===== config.mk =====
export PLATFORM = sky130hd
export DESIGN_NAME = rv_core_top
export DESIGN_NICKNAME = d
export VERILOG_FILES = /design/src/hw/rv_core_pkg.sv /design/src/hw/stage_ifs.sv /design/src/hw/fetch.sv /design/src/hw/decode.sv /design/src/hw/execute.sv /design/src/hw/retire.sv /design/src/hw/rv_core_top.sv
export SDC_FILE = /design/constraint.sdc
export NUM_CORES = 2
export LEC_CHECK = 0
export BUFFER_PORTS_ARGS = -buffer_cell sky130_fd_sc_hd__buf_4
export CAP_MARGIN = 20
export CORE_MARGIN = 2
export CORE_UTILIZATION = 29
export CTS_CLUSTER_SIZE = 14
export DETAILED_ROUTE_END_ITERATION = 10
export PLACE_DENSITY = 0.48
export SLEW_MARGIN = 20
export SYNTH_ARGS = -nofsm -noshare
export SYNTH_HDL_FRONTEND = slang
export SYNTH_SLANG_ARGS = --single-unit
export TNS_END_PERCENT = 30

===== constraint.sdc =====
create_clock -name clk -period 7.65 [get_ports clk]
set_input_delay 1.53 -clock clk [delete_from_list [all_inputs] [get_ports clk]]
set_output_delay 1.53 -clock clk [all_outputs]
set_load 0.01 [all_outputs]

===== src/hw/rv_core_pkg.sv =====
package rv_core_pkg;

  localparam int xlen = 64;
  localparam int ilen = 32;
  localparam int reg_addr_w = 5;

  // First fetch address
  localparam logic [xlen-1:0] reset_pc = 64'h0000_0000_0000_1000;

  localparam logic [ilen-1:0] ecall_instr = 32'h0000_0073;

  // Major opcodes, any other value is a no-op
  typedef enum logic [6:0] {
    op_imm = 7'b0010011,
    op     = 7'b0110011,
    lui    = 7'b0110111,
    auipc  = 7'b0010111,
    jal    = 7'b1101111,
    jalr   = 7'b1100111,
    branch = 7'b1100011,
    system = 7'b1110011
  } opcode_e;

  typedef enum logic [3:0] {
    add,
    sub,
    sll,
    slt,
    sltu,
    xor_op,
    srl,
    sra,
    or_op,
    and_op,
    pass_b   // Operand b straight through, for lui
  } alu_op_e;

  typedef enum logic [3:0] {
    none,
    beq,
    bne,
    blt,
    bge,
    bltu,
    bgeu,
    jal_k,
    jalr_k
  } br_kind_e;

  typedef enum logic [1:0] {
    idle,      // No request outstanding
    wait_ack,  // Request outstanding, data wanted
    drain      // Request outstanding, data discarded
  } fetch_state_e;

endpackage


===== src/hw/stage_ifs.sv =====
`timescale 1ns/10ps

interface fetch_decode_if;
  logic                         valid;
  logic [rv_core_pkg::ilen-1:0] instr;
  logic [rv_core_pkg::xlen-1:0] pc;
  logic                         stall;

  modport source (output valid, instr, pc, input stall);
  modport sink (input valid, instr, pc, output stall);
endinterface

interface decode_execute_if;
  logic                               valid;
  logic [rv_core_pkg::xlen-1:0]       pc;
  rv_core_pkg::alu_op_e               alu_op;
  rv_core_pkg::br_kind_e              br_kind;
  logic [rv_core_pkg::xlen-1:0]       operand_a;
  logic [rv_core_pkg::xlen-1:0]       operand_b;
  logic [rv_core_pkg::xlen-1:0]       rs2_val;
  logic [rv_core_pkg::xlen-1:0]       imm;
  logic [rv_core_pkg::reg_addr_w-1:0] rd;
  logic                               wr_en;
  logic                               is_ecall;

  modport source (output valid, pc, alu_op, br_kind, operand_a, operand_b, rs2_val, imm,
                  rd, wr_en, is_ecall);
  modport sink (input valid, pc, alu_op, br_kind, operand_a, operand_b, rs2_val, imm,
                rd, wr_en, is_ecall);
endinterface

interface execute_retire_if;
  logic                               valid;
  logic [rv_core_pkg::xlen-1:0]       pc;
  logic [rv_core_pkg::reg_addr_w-1:0] rd;
  logic                               wr_en;
  logic [rv_core_pkg::xlen-1:0]       result;
  logic                               is_ecall;
  // Driven back by retire
  logic                               rf_we;
  logic [rv_core_pkg::reg_addr_w-1:0] rf_waddr;
  logic [rv_core_pkg::xlen-1:0]       rf_wdata;
  logic                               flush;

  modport source (output valid, pc, rd, wr_en, result, is_ecall, input flush);
  modport sink (input valid, pc, rd, wr_en, result, is_ecall,
                output rf_we, rf_waddr, rf_wdata, flush);
  modport write_back (input valid, rd, wr_en, rf_we, rf_waddr, rf_wdata, flush);
  modport flush_view (input flush, rf_wdata);  // rf_wdata holds the restart PC on flush
endinterface


===== src/hw/fetch.sv =====
`timescale 1ns/10ps

module fetch (
  input  logic                         clk,
  input  logic                         reset,
  output logic                         imem_req,
  output logic [rv_core_pkg::xlen-1:0] imem_addr,
  input  logic                         imem_ack,
  input  logic [rv_core_pkg::ilen-1:0] imem_rdata,
  input  logic                         redirect,
  input  logic [rv_core_pkg::xlen-1:0] redirect_pc,
  fetch_decode_if.source               fd,
  execute_retire_if.flush_view         er
);

  rv_core_pkg::fetch_state_e    state;
  logic [rv_core_pkg::xlen-1:0] next_pc;   // Address of the next request
  logic [rv_core_pkg::xlen-1:0] req_addr;
  logic [rv_core_pkg::xlen-1:0] target;
  logic [rv_core_pkg::xlen-1:0] issue_addr;
  logic                         kill;
  logic                         held;
  logic                         issue;

  assign kill = er.flush | redirect;
  // Ecall restart wins over a branch target
  assign target = er.flush ? er.rf_wdata : redirect_pc;
  assign held = fd.valid & fd.stall;

  // New request only when the output slot is free or being emptied
  assign issue = (state == rv_core_pkg::idle) & (kill | ~held);
  assign issue_addr = kill ? target : next_pc;

  assign imem_req = (state != rv_core_pkg::idle);
  assign imem_addr = req_addr;

  always_ff @(posedge clk) begin
    if (reset) begin
      state <= rv_core_pkg::idle;
      next_pc <= rv_core_pkg::reset_pc;
    end else begin
      case (state)
        rv_core_pkg::idle: begin
          if (issue) begin
            state <= rv_core_pkg::wait_ack;
            next_pc <= issue_addr + 64'd4;
          end
        end
        rv_core_pkg::wait_ack: begin
          if (imem_ack) begin
            state <= rv_core_pkg::idle;
          end else if (kill) begin
            state <= rv_core_pkg::drain;  // Throw away the pending word
          end
          if (kill) begin
            next_pc <= target;
          end
        end
        rv_core_pkg::drain: begin
          if (imem_ack) begin
            state <= rv_core_pkg::idle;
          end
          if (kill) begin
            next_pc <= target;  // Latest redirect wins
          end
        end
        default: state <= rv_core_pkg::idle;
      endcase
    end
  end

  always_ff @(posedge clk) begin
    if (issue) begin
      req_addr <= issue_addr;
    end
  end

  // Hold register toward decode
  always_ff @(posedge clk) begin
    if (reset) begin
      fd.valid <= 1'b0;
    end else if (kill) begin
      fd.valid <= 1'b0;
    end else if (state == rv_core_pkg::wait_ack && imem_ack) begin
      fd.valid <= 1'b1;
    end else if (!held) begin
      fd.valid <= 1'b0;  // Accepted by decode
    end
  end

  always_ff @(posedge clk) begin
    if (state == rv_core_pkg::wait_ack && imem_ack) begin
      fd.instr <= imem_rdata;
      fd.pc <= req_addr;
    end
  end

endmodule


===== src/hw/decode.sv =====
`timescale 1ns/10ps

module decode (
  input  logic                 clk,
  input  logic                 reset,
  fetch_decode_if.sink         fd,
  decode_execute_if.source     de,
  execute_retire_if.write_back er,
  input  logic                 redirect
);

  logic [rv_core_pkg::xlen-1:0]       rf [2**rv_core_pkg::reg_addr_w];
  rv_core_pkg::opcode_e               opc;
  logic [2:0]                         funct3;
  logic [rv_core_pkg::reg_addr_w-1:0] rs1, rs2, rd;
  logic [rv_core_pkg::xlen-1:0]       imm_i, imm_s, imm_b, imm_u, imm_j;
  logic [rv_core_pkg::xlen-1:0]       rs1_val, rs2_val;
  logic [rv_core_pkg::xlen-1:0]       op_a, op_b, imm;
  rv_core_pkg::alu_op_e               alu_op;
  rv_core_pkg::br_kind_e              br_kind;
  logic                               writes, use_rs1, use_rs2, is_ecall;
  logic                               rs1_busy, rs2_busy;
  logic                               kill;

  function automatic rv_core_pkg::alu_op_e alu_sel(input logic [2:0] f3, input logic alt,
                                                   input logic is_reg);
    case (f3)
      3'b000:  alu_sel = (is_reg && alt) ? rv_core_pkg::sub : rv_core_pkg::add;
      3'b001:  alu_sel = rv_core_pkg::sll;
      3'b010:  alu_sel = rv_core_pkg::slt;
      3'b011:  alu_sel = rv_core_pkg::sltu;
      3'b100:  alu_sel = rv_core_pkg::xor_op;
      3'b101:  alu_sel = alt ? rv_core_pkg::sra : rv_core_pkg::srl;
      3'b110:  alu_sel = rv_core_pkg::or_op;
      default: alu_sel = rv_core_pkg::and_op;
    endcase
  endfunction

  assign opc = rv_core_pkg::opcode_e'(fd.instr[6:0]);
  assign funct3 = fd.instr[14:12];
  assign rd = fd.instr[11:7];
  assign rs1 = fd.instr[19:15];
  assign rs2 = fd.instr[24:20];

  assign imm_i = {{52{fd.instr[31]}}, fd.instr[31:20]};
  assign imm_s = {{52{fd.instr[31]}}, fd.instr[31:25], fd.instr[11:7]};
  assign imm_b = {{52{fd.instr[31]}}, fd.instr[7], fd.instr[30:25], fd.instr[11:8], 1'b0};
  assign imm_u = {{32{fd.instr[31]}}, fd.instr[31:12], 12'b0};
  assign imm_j = {{44{fd.instr[31]}}, fd.instr[19:12], fd.instr[20], fd.instr[30:21], 1'b0};

  // Same-cycle write from retire is passed through
  assign rs1_val = (rs1 == '0) ? '0 : (er.rf_we && er.rf_waddr == rs1) ? er.rf_wdata : rf[rs1];
  assign rs2_val = (rs2 == '0) ? '0 : (er.rf_we && er.rf_waddr == rs2) ? er.rf_wdata : rf[rs2];

  always_ff @(posedge clk) begin
    if (er.rf_we && er.rf_waddr != '0) begin
      rf[er.rf_waddr] <= er.rf_wdata;
    end
  end

  always_comb begin
    alu_op = rv_core_pkg::add;
    br_kind = rv_core_pkg::none;
    op_a = rs1_val;
    op_b = imm_i;
    imm = imm_i;
    writes = 1'b0;
    use_rs1 = 1'b0;
    use_rs2 = 1'b0;
    is_ecall = 1'b0;
    case (opc)
      rv_core_pkg::op_imm: begin
        writes = 1'b1;
        use_rs1 = 1'b1;
        alu_op = alu_sel(funct3, fd.instr[30], 1'b0);
      end
      rv_core_pkg::op: begin
        writes = 1'b1;
        use_rs1 = 1'b1;
        use_rs2 = 1'b1;
        op_b = rs2_val;
        alu_op = alu_sel(funct3, fd.instr[30], 1'b1);
      end
      rv_core_pkg::lui: begin
        writes = 1'b1;
        imm = imm_u;
        op_b = imm_u;
        alu_op = rv_core_pkg::pass_b;
      end
      rv_core_pkg::auipc: begin
        writes = 1'b1;
        imm = imm_u;
        op_a = fd.pc;
        op_b = imm_u;
      end
      rv_core_pkg::jal: begin
        writes = 1'b1;
        imm = imm_j;
        br_kind = rv_core_pkg::jal_k;
      end
      rv_core_pkg::jalr: begin
        writes = 1'b1;
        use_rs1 = 1'b1;
        br_kind = rv_core_pkg::jalr_k;
      end
      rv_core_pkg::branch: begin
        use_rs1 = 1'b1;
        use_rs2 = 1'b1;
        imm = imm_b;
        op_b = rs2_val;
        case (funct3)
          3'b000:  br_kind = rv_core_pkg::beq;
          3'b001:  br_kind = rv_core_pkg::bne;
          3'b100:  br_kind = rv_core_pkg::blt;
          3'b101:  br_kind = rv_core_pkg::bge;
          3'b110:  br_kind = rv_core_pkg::bltu;
          3'b111:  br_kind = rv_core_pkg::bgeu;
          default: br_kind = rv_core_pkg::none;
        endcase
      end
      rv_core_pkg::system: is_ecall = (fd.instr == rv_core_pkg::ecall_instr);
      default: imm = imm_s;  // Store layout, no-op here
    endcase
  end

  // Scoreboard against writers still in execute and retire
  assign rs1_busy = (de.valid && de.wr_en && de.rd == rs1) || (er.valid && er.wr_en && er.rd == rs1);
  assign rs2_busy = (de.valid && de.wr_en && de.rd == rs2) || (er.valid && er.wr_en && er.rd == rs2);
  assign fd.stall = fd.valid && ((use_rs1 && rs1_busy) || (use_rs2 && rs2_busy));

  assign kill = er.flush | redirect;

  always_ff @(posedge clk) begin
    if (reset) begin
      de.valid <= 1'b0;
    end else begin
      de.valid <= fd.valid && !fd.stall && !kill;
    end
  end

  always_ff @(posedge clk) begin
    de.pc <= fd.pc;
    de.alu_op <= alu_op;
    de.br_kind <= br_kind;
    de.operand_a <= op_a;
    de.operand_b <= op_b;
    de.rs2_val <= rs2_val;
    de.imm <= imm;
    de.rd <= rd;
    de.wr_en <= writes && (rd != '0);  // x0 is never a destination
    de.is_ecall <= is_ecall;
  end

endmodule


===== src/hw/execute.sv =====
`timescale 1ns/10ps

module execute (
  input  logic                         clk,
  input  logic                         reset,
  decode_execute_if.sink               de,
  execute_retire_if.source             er,
  output logic                         redirect,
  output logic [rv_core_pkg::xlen-1:0] redirect_pc
);

  logic [rv_core_pkg::xlen-1:0] a, b;
  logic [rv_core_pkg::xlen-1:0] alu_out;
  logic [rv_core_pkg::xlen-1:0] link;
  logic [rv_core_pkg::xlen-1:0] jalr_sum;
  logic                         is_jump;
  logic                         taken;

  assign a = de.operand_a;
  assign b = de.operand_b;

  always_comb begin
    case (de.alu_op)
      rv_core_pkg::add:    alu_out = a + b;
      rv_core_pkg::sub:    alu_out = a - b;
      rv_core_pkg::sll:    alu_out = a << b[5:0];
      rv_core_pkg::slt:    alu_out = ($signed(a) < $signed(b)) ? 64'd1 : 64'd0;
      rv_core_pkg::sltu:   alu_out = (a < b) ? 64'd1 : 64'd0;
      rv_core_pkg::xor_op: alu_out = a ^ b;
      rv_core_pkg::srl:    alu_out = a >> b[5:0];
      rv_core_pkg::sra:    alu_out = $signed(a) >>> b[5:0];
      rv_core_pkg::or_op:  alu_out = a | b;
      rv_core_pkg::and_op: alu_out = a & b;
      default:             alu_out = b;  // pass_b
    endcase
  end

  // Branch compare uses rs1 and rs2 values
  always_comb begin
    case (de.br_kind)
      rv_core_pkg::beq:    taken = (a == de.rs2_val);
      rv_core_pkg::bne:    taken = (a != de.rs2_val);
      rv_core_pkg::blt:    taken = ($signed(a) < $signed(de.rs2_val));
      rv_core_pkg::bge:    taken = ($signed(a) >= $signed(de.rs2_val));
      rv_core_pkg::bltu:   taken = (a < de.rs2_val);
      rv_core_pkg::bgeu:   taken = (a >= de.rs2_val);
      rv_core_pkg::jal_k,
      rv_core_pkg::jalr_k: taken = 1'b1;
      default:             taken = 1'b0;
    endcase
  end

  assign is_jump = (de.br_kind == rv_core_pkg::jal_k) || (de.br_kind == rv_core_pkg::jalr_k);
  assign link = de.pc + 64'd4;
  assign jalr_sum = a + de.imm;

  assign redirect = de.valid && taken;
  assign redirect_pc = (de.br_kind == rv_core_pkg::jalr_k) ? {jalr_sum[63:1], 1'b0}
                                                            : de.pc + de.imm;

  always_ff @(posedge clk) begin
    if (reset) begin
      er.valid <= 1'b0;
    end else begin
      er.valid <= de.valid && !er.flush;
    end
  end

  always_ff @(posedge clk) begin
    er.pc <= de.pc;
    er.rd <= de.rd;
    er.wr_en <= de.wr_en && !de.is_ecall;
    // Ecall carries its restart address as the result
    er.result <= (is_jump || de.is_ecall) ? link : alu_out;
    er.is_ecall <= de.is_ecall;
  end

endmodule


===== src/hw/retire.sv =====
`timescale 1ns/10ps

module retire (
  input  logic                               clk,
  input  logic                               reset,
  execute_retire_if.sink                     er,
  output logic                               retire_valid,
  output logic [rv_core_pkg::xlen-1:0]       retire_pc,
  output logic [rv_core_pkg::reg_addr_w-1:0] retire_rd,
  output logic [rv_core_pkg::xlen-1:0]       retire_value,
  output logic                               retire_we,
  output logic                               syscall
);

  logic take;

  // Younger work arriving alongside a flush is dropped
  assign take = er.valid && !er.flush;

  always_ff @(posedge clk) begin
    if (reset) begin
      retire_valid <= 1'b0;
      retire_we <= 1'b0;
      syscall <= 1'b0;
    end else begin
      retire_valid <= take;
      retire_we <= take && er.wr_en;
      syscall <= take && er.is_ecall;
    end
  end

  always_ff @(posedge clk) begin
    retire_pc <= er.pc;
    retire_rd <= er.rd;
    retire_value <= er.result;
  end

  // Register file write port
  assign er.rf_we = retire_we;
  assign er.rf_waddr = retire_rd;
  assign er.rf_wdata = retire_value;  // Restart PC when syscall is high

  assign er.flush = syscall;

endmodule


===== src/hw/rv_core_top.sv =====
`timescale 1ns/10ps

module rv_core_top (
  input  logic                               clk,
  input  logic                               reset,
  output logic                               imem_req,
  output logic [rv_core_pkg::xlen-1:0]       imem_addr,
  input  logic                               imem_ack,
  input  logic [rv_core_pkg::ilen-1:0]       imem_rdata,
  output logic                               retire_valid,
  output logic [rv_core_pkg::xlen-1:0]       retire_pc,
  output logic [rv_core_pkg::reg_addr_w-1:0] retire_rd,
  output logic [rv_core_pkg::xlen-1:0]       retire_value,
  output logic                               retire_we,
  output logic                               syscall
);

  logic                         redirect;
  logic [rv_core_pkg::xlen-1:0] redirect_pc;

  fetch_decode_if   fd_if ();
  decode_execute_if de_if ();
  execute_retire_if er_if ();

  fetch fetch_inst (
    .clk         (clk),
    .reset       (reset),
    .imem_req    (imem_req),
    .imem_addr   (imem_addr),
    .imem_ack    (imem_ack),
    .imem_rdata  (imem_rdata),
    .redirect    (redirect),
    .redirect_pc (redirect_pc),
    .fd          (fd_if.source),
    .er          (er_if.flush_view)
  );

  decode decode_inst (
    .clk      (clk),
    .reset    (reset),
    .fd       (fd_if.sink),
    .de       (de_if.source),
    .er       (er_if.write_back),
    .redirect (redirect)
  );

  execute execute_inst (
    .clk         (clk),
    .reset       (reset),
    .de          (de_if.sink),
    .er          (er_if.source),
    .redirect    (redirect),
    .redirect_pc (redirect_pc)
  );

  retire retire_inst (
    .clk          (clk),
    .reset        (reset),
    .er           (er_if.sink),
    .retire_valid (retire_valid),
    .retire_pc    (retire_pc),
    .retire_rd    (retire_rd),
    .retire_value (retire_value),
    .retire_we    (retire_we),
    .syscall      (syscall)
  );

endmodule


==> results.sh <==
export IMPL_rr_worst_depth=16
export IMPL_synth_edff_count=2208
export IMPL_pwr_share_clk_pct=31.5
export IMPL_ys_seq_area_share_pct=53.6
export IMPL_r2r_start="decode_inst.de.operand_a[27]"
export IMPL_layout_common_cells="edfxtp_1, mux4_2, nor2_1"
export IMPL_fmax_mhz=140
export IMPL_place_port_buffers=235
export IMPL_start_util_pct=29.1
export IMPL_syn_area_um2=148000
export IMPL_synthTopCellsByArea="edfxtp_1, mux4_2, dfxtp_1"
export IMPL_rsz0062_at_grt="no"
export IMPL_period_minus_slack_ns=7.12
export IMPL_crit_buf_inv=0
export IMPL_ff2ff_setup_slack_ns=0.53
export IMPL_required_ns=8.45
export IMPL_hold_path_class="flop to flop"
export IMPL_combPwrFrac_pct=28.3
export IMPL_clk_path_buf_depth=4
export IMPL_async_reset_ff_share_pct=0
export IMPL_grt_pass1_vias=103756
export IMPL_largest_register="decode_inst.rf"
export IMPL_hold_viol=0
export IMPL_ir_drop_v=0.000188
export IMPL_crit_chain="ha_1 -> a21oi_1 -> o21ai_0 -> a221oi_1 -> o32ai_1 -> a2111o_1 -> or3_1 -> and3b_1 -> o21ai_4 -> mux2i_1 -> o221ai_1 -> nor4_4 -> nand2_1 -> nor4_1 -> xnor2_1 -> o21ai_1"
export IMPL_p_int_mw=33.1
export IMPL_p_per_area_nw_per_um2=298
export IMPL_timing_rr_end="fetch_inst.next_pc[57]"
export IMPL_fin_area_um2=171000
export IMPL_cts_tree="built"
export IMPL_setup_tns_ns=0
export IMPL_synth_ff_type="edfxtp_1"
export IMPL_path_max_fanout=24
export IMPL_routed_via_count=104737
export IMPL_synth_cells=10681
export IMPL_synth_top_area_share_pct=44.7
export IMPL_cts_made_buffers=333
export IMPL_crit_path_end_kind="flop"
export IMPL_clock_skew_ns=0.0716
export IMPL_totalWireLength_um=640000
export IMPL_drive_above_1_share_pct=23.3
export IMPL_die_w_um=719
export IMPL_place_gp_congestion=0.973
export IMPL_post_cts_buffers=0
export IMPL_hp_start="execute_inst.er.result[3]"
export IMPL_hold_slack_ns=0.303
export IMPL_ys_ff_latch=2861
export IMPL_yosys_warnings=0
export IMPL_pin_count=236
export IMPL_drc=0
export IMPL_crit_start="decode_inst.de.operand_a[27]"
export IMPL_slowest_stage="o21ai_4"
export IMPL_hold_path_depth=0
export IMPL_clk_latency_ns=1.00
export IMPL_die_y_um=719
export IMPL_p_sw_mw=17.9
export IMPL_gr_usage_all_layers_pct=24.0
export IMPL_status="finished, final reports clean"
export IMPL_postPlaceCellArea_um2=160000
export IMPL_pwr_share_seq_pct=40.2
export IMPL_tightest_slew_ns=1.29
export IMPL_cp_start_kind="flop"
export IMPL_arrival_ns=7.92
export IMPL_utilization_pct=33.5
export IMPL_nets=11381
export IMPL_hpwl_um=447000
export IMPL_yosysTopAreaCell="edfxtp_1"
export IMPL_total_power_mw=51.0
export IMPL_antenna_left=0
export IMPL_cts_sinks=2861
export IMPL_overflow=0
export IMPL_critical_path_class="flop to flop"
export IMPL_hold_buffers=0
export IMPL_period_share_pct=93.1
export IMPL_grt_max_degree=134
export IMPL_switching_share_pct=35.1
export IMPL_die_area_um2=517000
export IMPL_drv_cap=0
export IMPL_antenna_found_initial=59
export IMPL_finalSetupViolations=0
export IMPL_final_common_cell="edfxtp_1"
export IMPL_drt_pass1_iterations=6
export IMPL_path_clk_slew_ns=0.06
export IMPL_wl_per_cell_um=35.6
export IMPL_cpPeakStageDelay_ns=0.89
export IMPL_core_um2=509000
export IMPL_syn_to_final_growth_pct=15.2
export IMPL_h_tree_depth=5
export IMPL_drtIter0Drc=13425
export IMPL_cts_resized_gates=0
export IMPL_slew_headroom_pct=14.1
export IMPL_critPathTopFamily="compound AO/OA/AOI/OAI gates"
export IMPL_leakagePower_nw=58.9
export IMPL_grt_pass1_wl_um=874000
export IMPL_ys_types=108
export IMPL_via_per_inst=5.83
export IMPL_largest_register_ffs=2048
export IMPL_avgSynthCellArea_um2=13.9
export IMPL_rows=262
export IMPL_cts_root_buffer="clkbuf_16"
export IMPL_drv_slew=0
export IMPL_hold_end="retire_inst.er.rf_wdata[3]"
[routing by layer]
layer / part of all wire (%) / global-route usage, % / wire [um]
met1: 41 / 31.9 / 263000
met2: 47 / 38.8 / 298000
met3: 7.6 / 4.19 / 48500
met4: 4.8 / 9.67 / 30500
met5: 0.014 / 0 / 88
[stage by stage]
stage          worst slack, ns  std cells
2_1_floorplan             1.67      10744
6_report                 0.531      17978
3_3_place_gp             0.568      17348
3_5_place_dp             0.666      17352
4_1_cts                  0.596      17955
5_1_grt                  0.426      17961
[area by class of cell]
class,instances,area (um^2)
fill,49335,338000
sequential,2861,79400
multi-input combinational,6791,65400
clock buffer,427,8950
tap,6732,8420
timing repair buffer,626,5390
clock inverter,176,1810
inverter,342,1300
antenna,23,57.6
[cells in the mapped netlist, drive strengths merged (23+ instances only)]
cell type	count
a2111oi	23
a211oi	178
a21o	160
a21oi	592
a221o	40
a221oi	83
a31oi	60
and2	43
and3	69
buf	194
clkbuf	556
dfxtp	653
edfxtp	2208
ha	387
inv	338
mux2	30
mux2i	393
mux4	1285
nand2	611
nand2b	54
nand3	169
nand4	102
nor2	797
nor2b	38
nor3	108
nor4	63
o2111ai	25
o211ai	75
o21a	44
o21ai	525
o21bai	69
o221ai	62
o22ai	52
o31ai	37
or2	26
or3	39
xnor2	144
xor2	84
[power by group through the flow]
stage | logic [mW] | registers, mW | clock network, mW
finish | 14.4 | 20.5 | 16.0
global placement | 14.1 | 20.8 | 0
detailed placement | 14.2 | 20.8 | 0
CTS | 14.2 | 20.5 | 16.4
global route | 15.2 | 20.5 | 16.9
floorplan | 6.96 | 21.0 | 0
[cell families (layout without fill, tap and decap cells)]
logic type,after synthesis,count (layout),synth area share (%)
buffers and inverters,1092,1571,2.80
DFF,2861,2861,53.6
and+or+nand+nor,2181,2181,6.80
AOI/OAI and AO/OA,2219,2219,9.74
muxes,1708,1708,22.4
other,1,87,0.00253
xor gates and xnor gates,228,228,1.35
adders and majority gates,391,391,3.32
[how the worst max path moves through the flow]
stage / endpoint / slack [ns] / cells after the start
6_report: fetch_inst.next_pc[57] / 0.53 / 16
5_1_grt: fetch_inst.next_pc[56] / 0.43 / 17
4_1_cts: fetch_inst.next_pc[57] / 0.60 / 16
3_5_place_dp: fetch_inst.next_pc[57] / 0.67 / 16
3_3_place_gp: fetch_inst.next_pc[63] / 0.57 / 18
2_1_floorplan: fetch_inst.imem_addr[0] / 1.67 / 12
(Power assumes the default switching activity.)
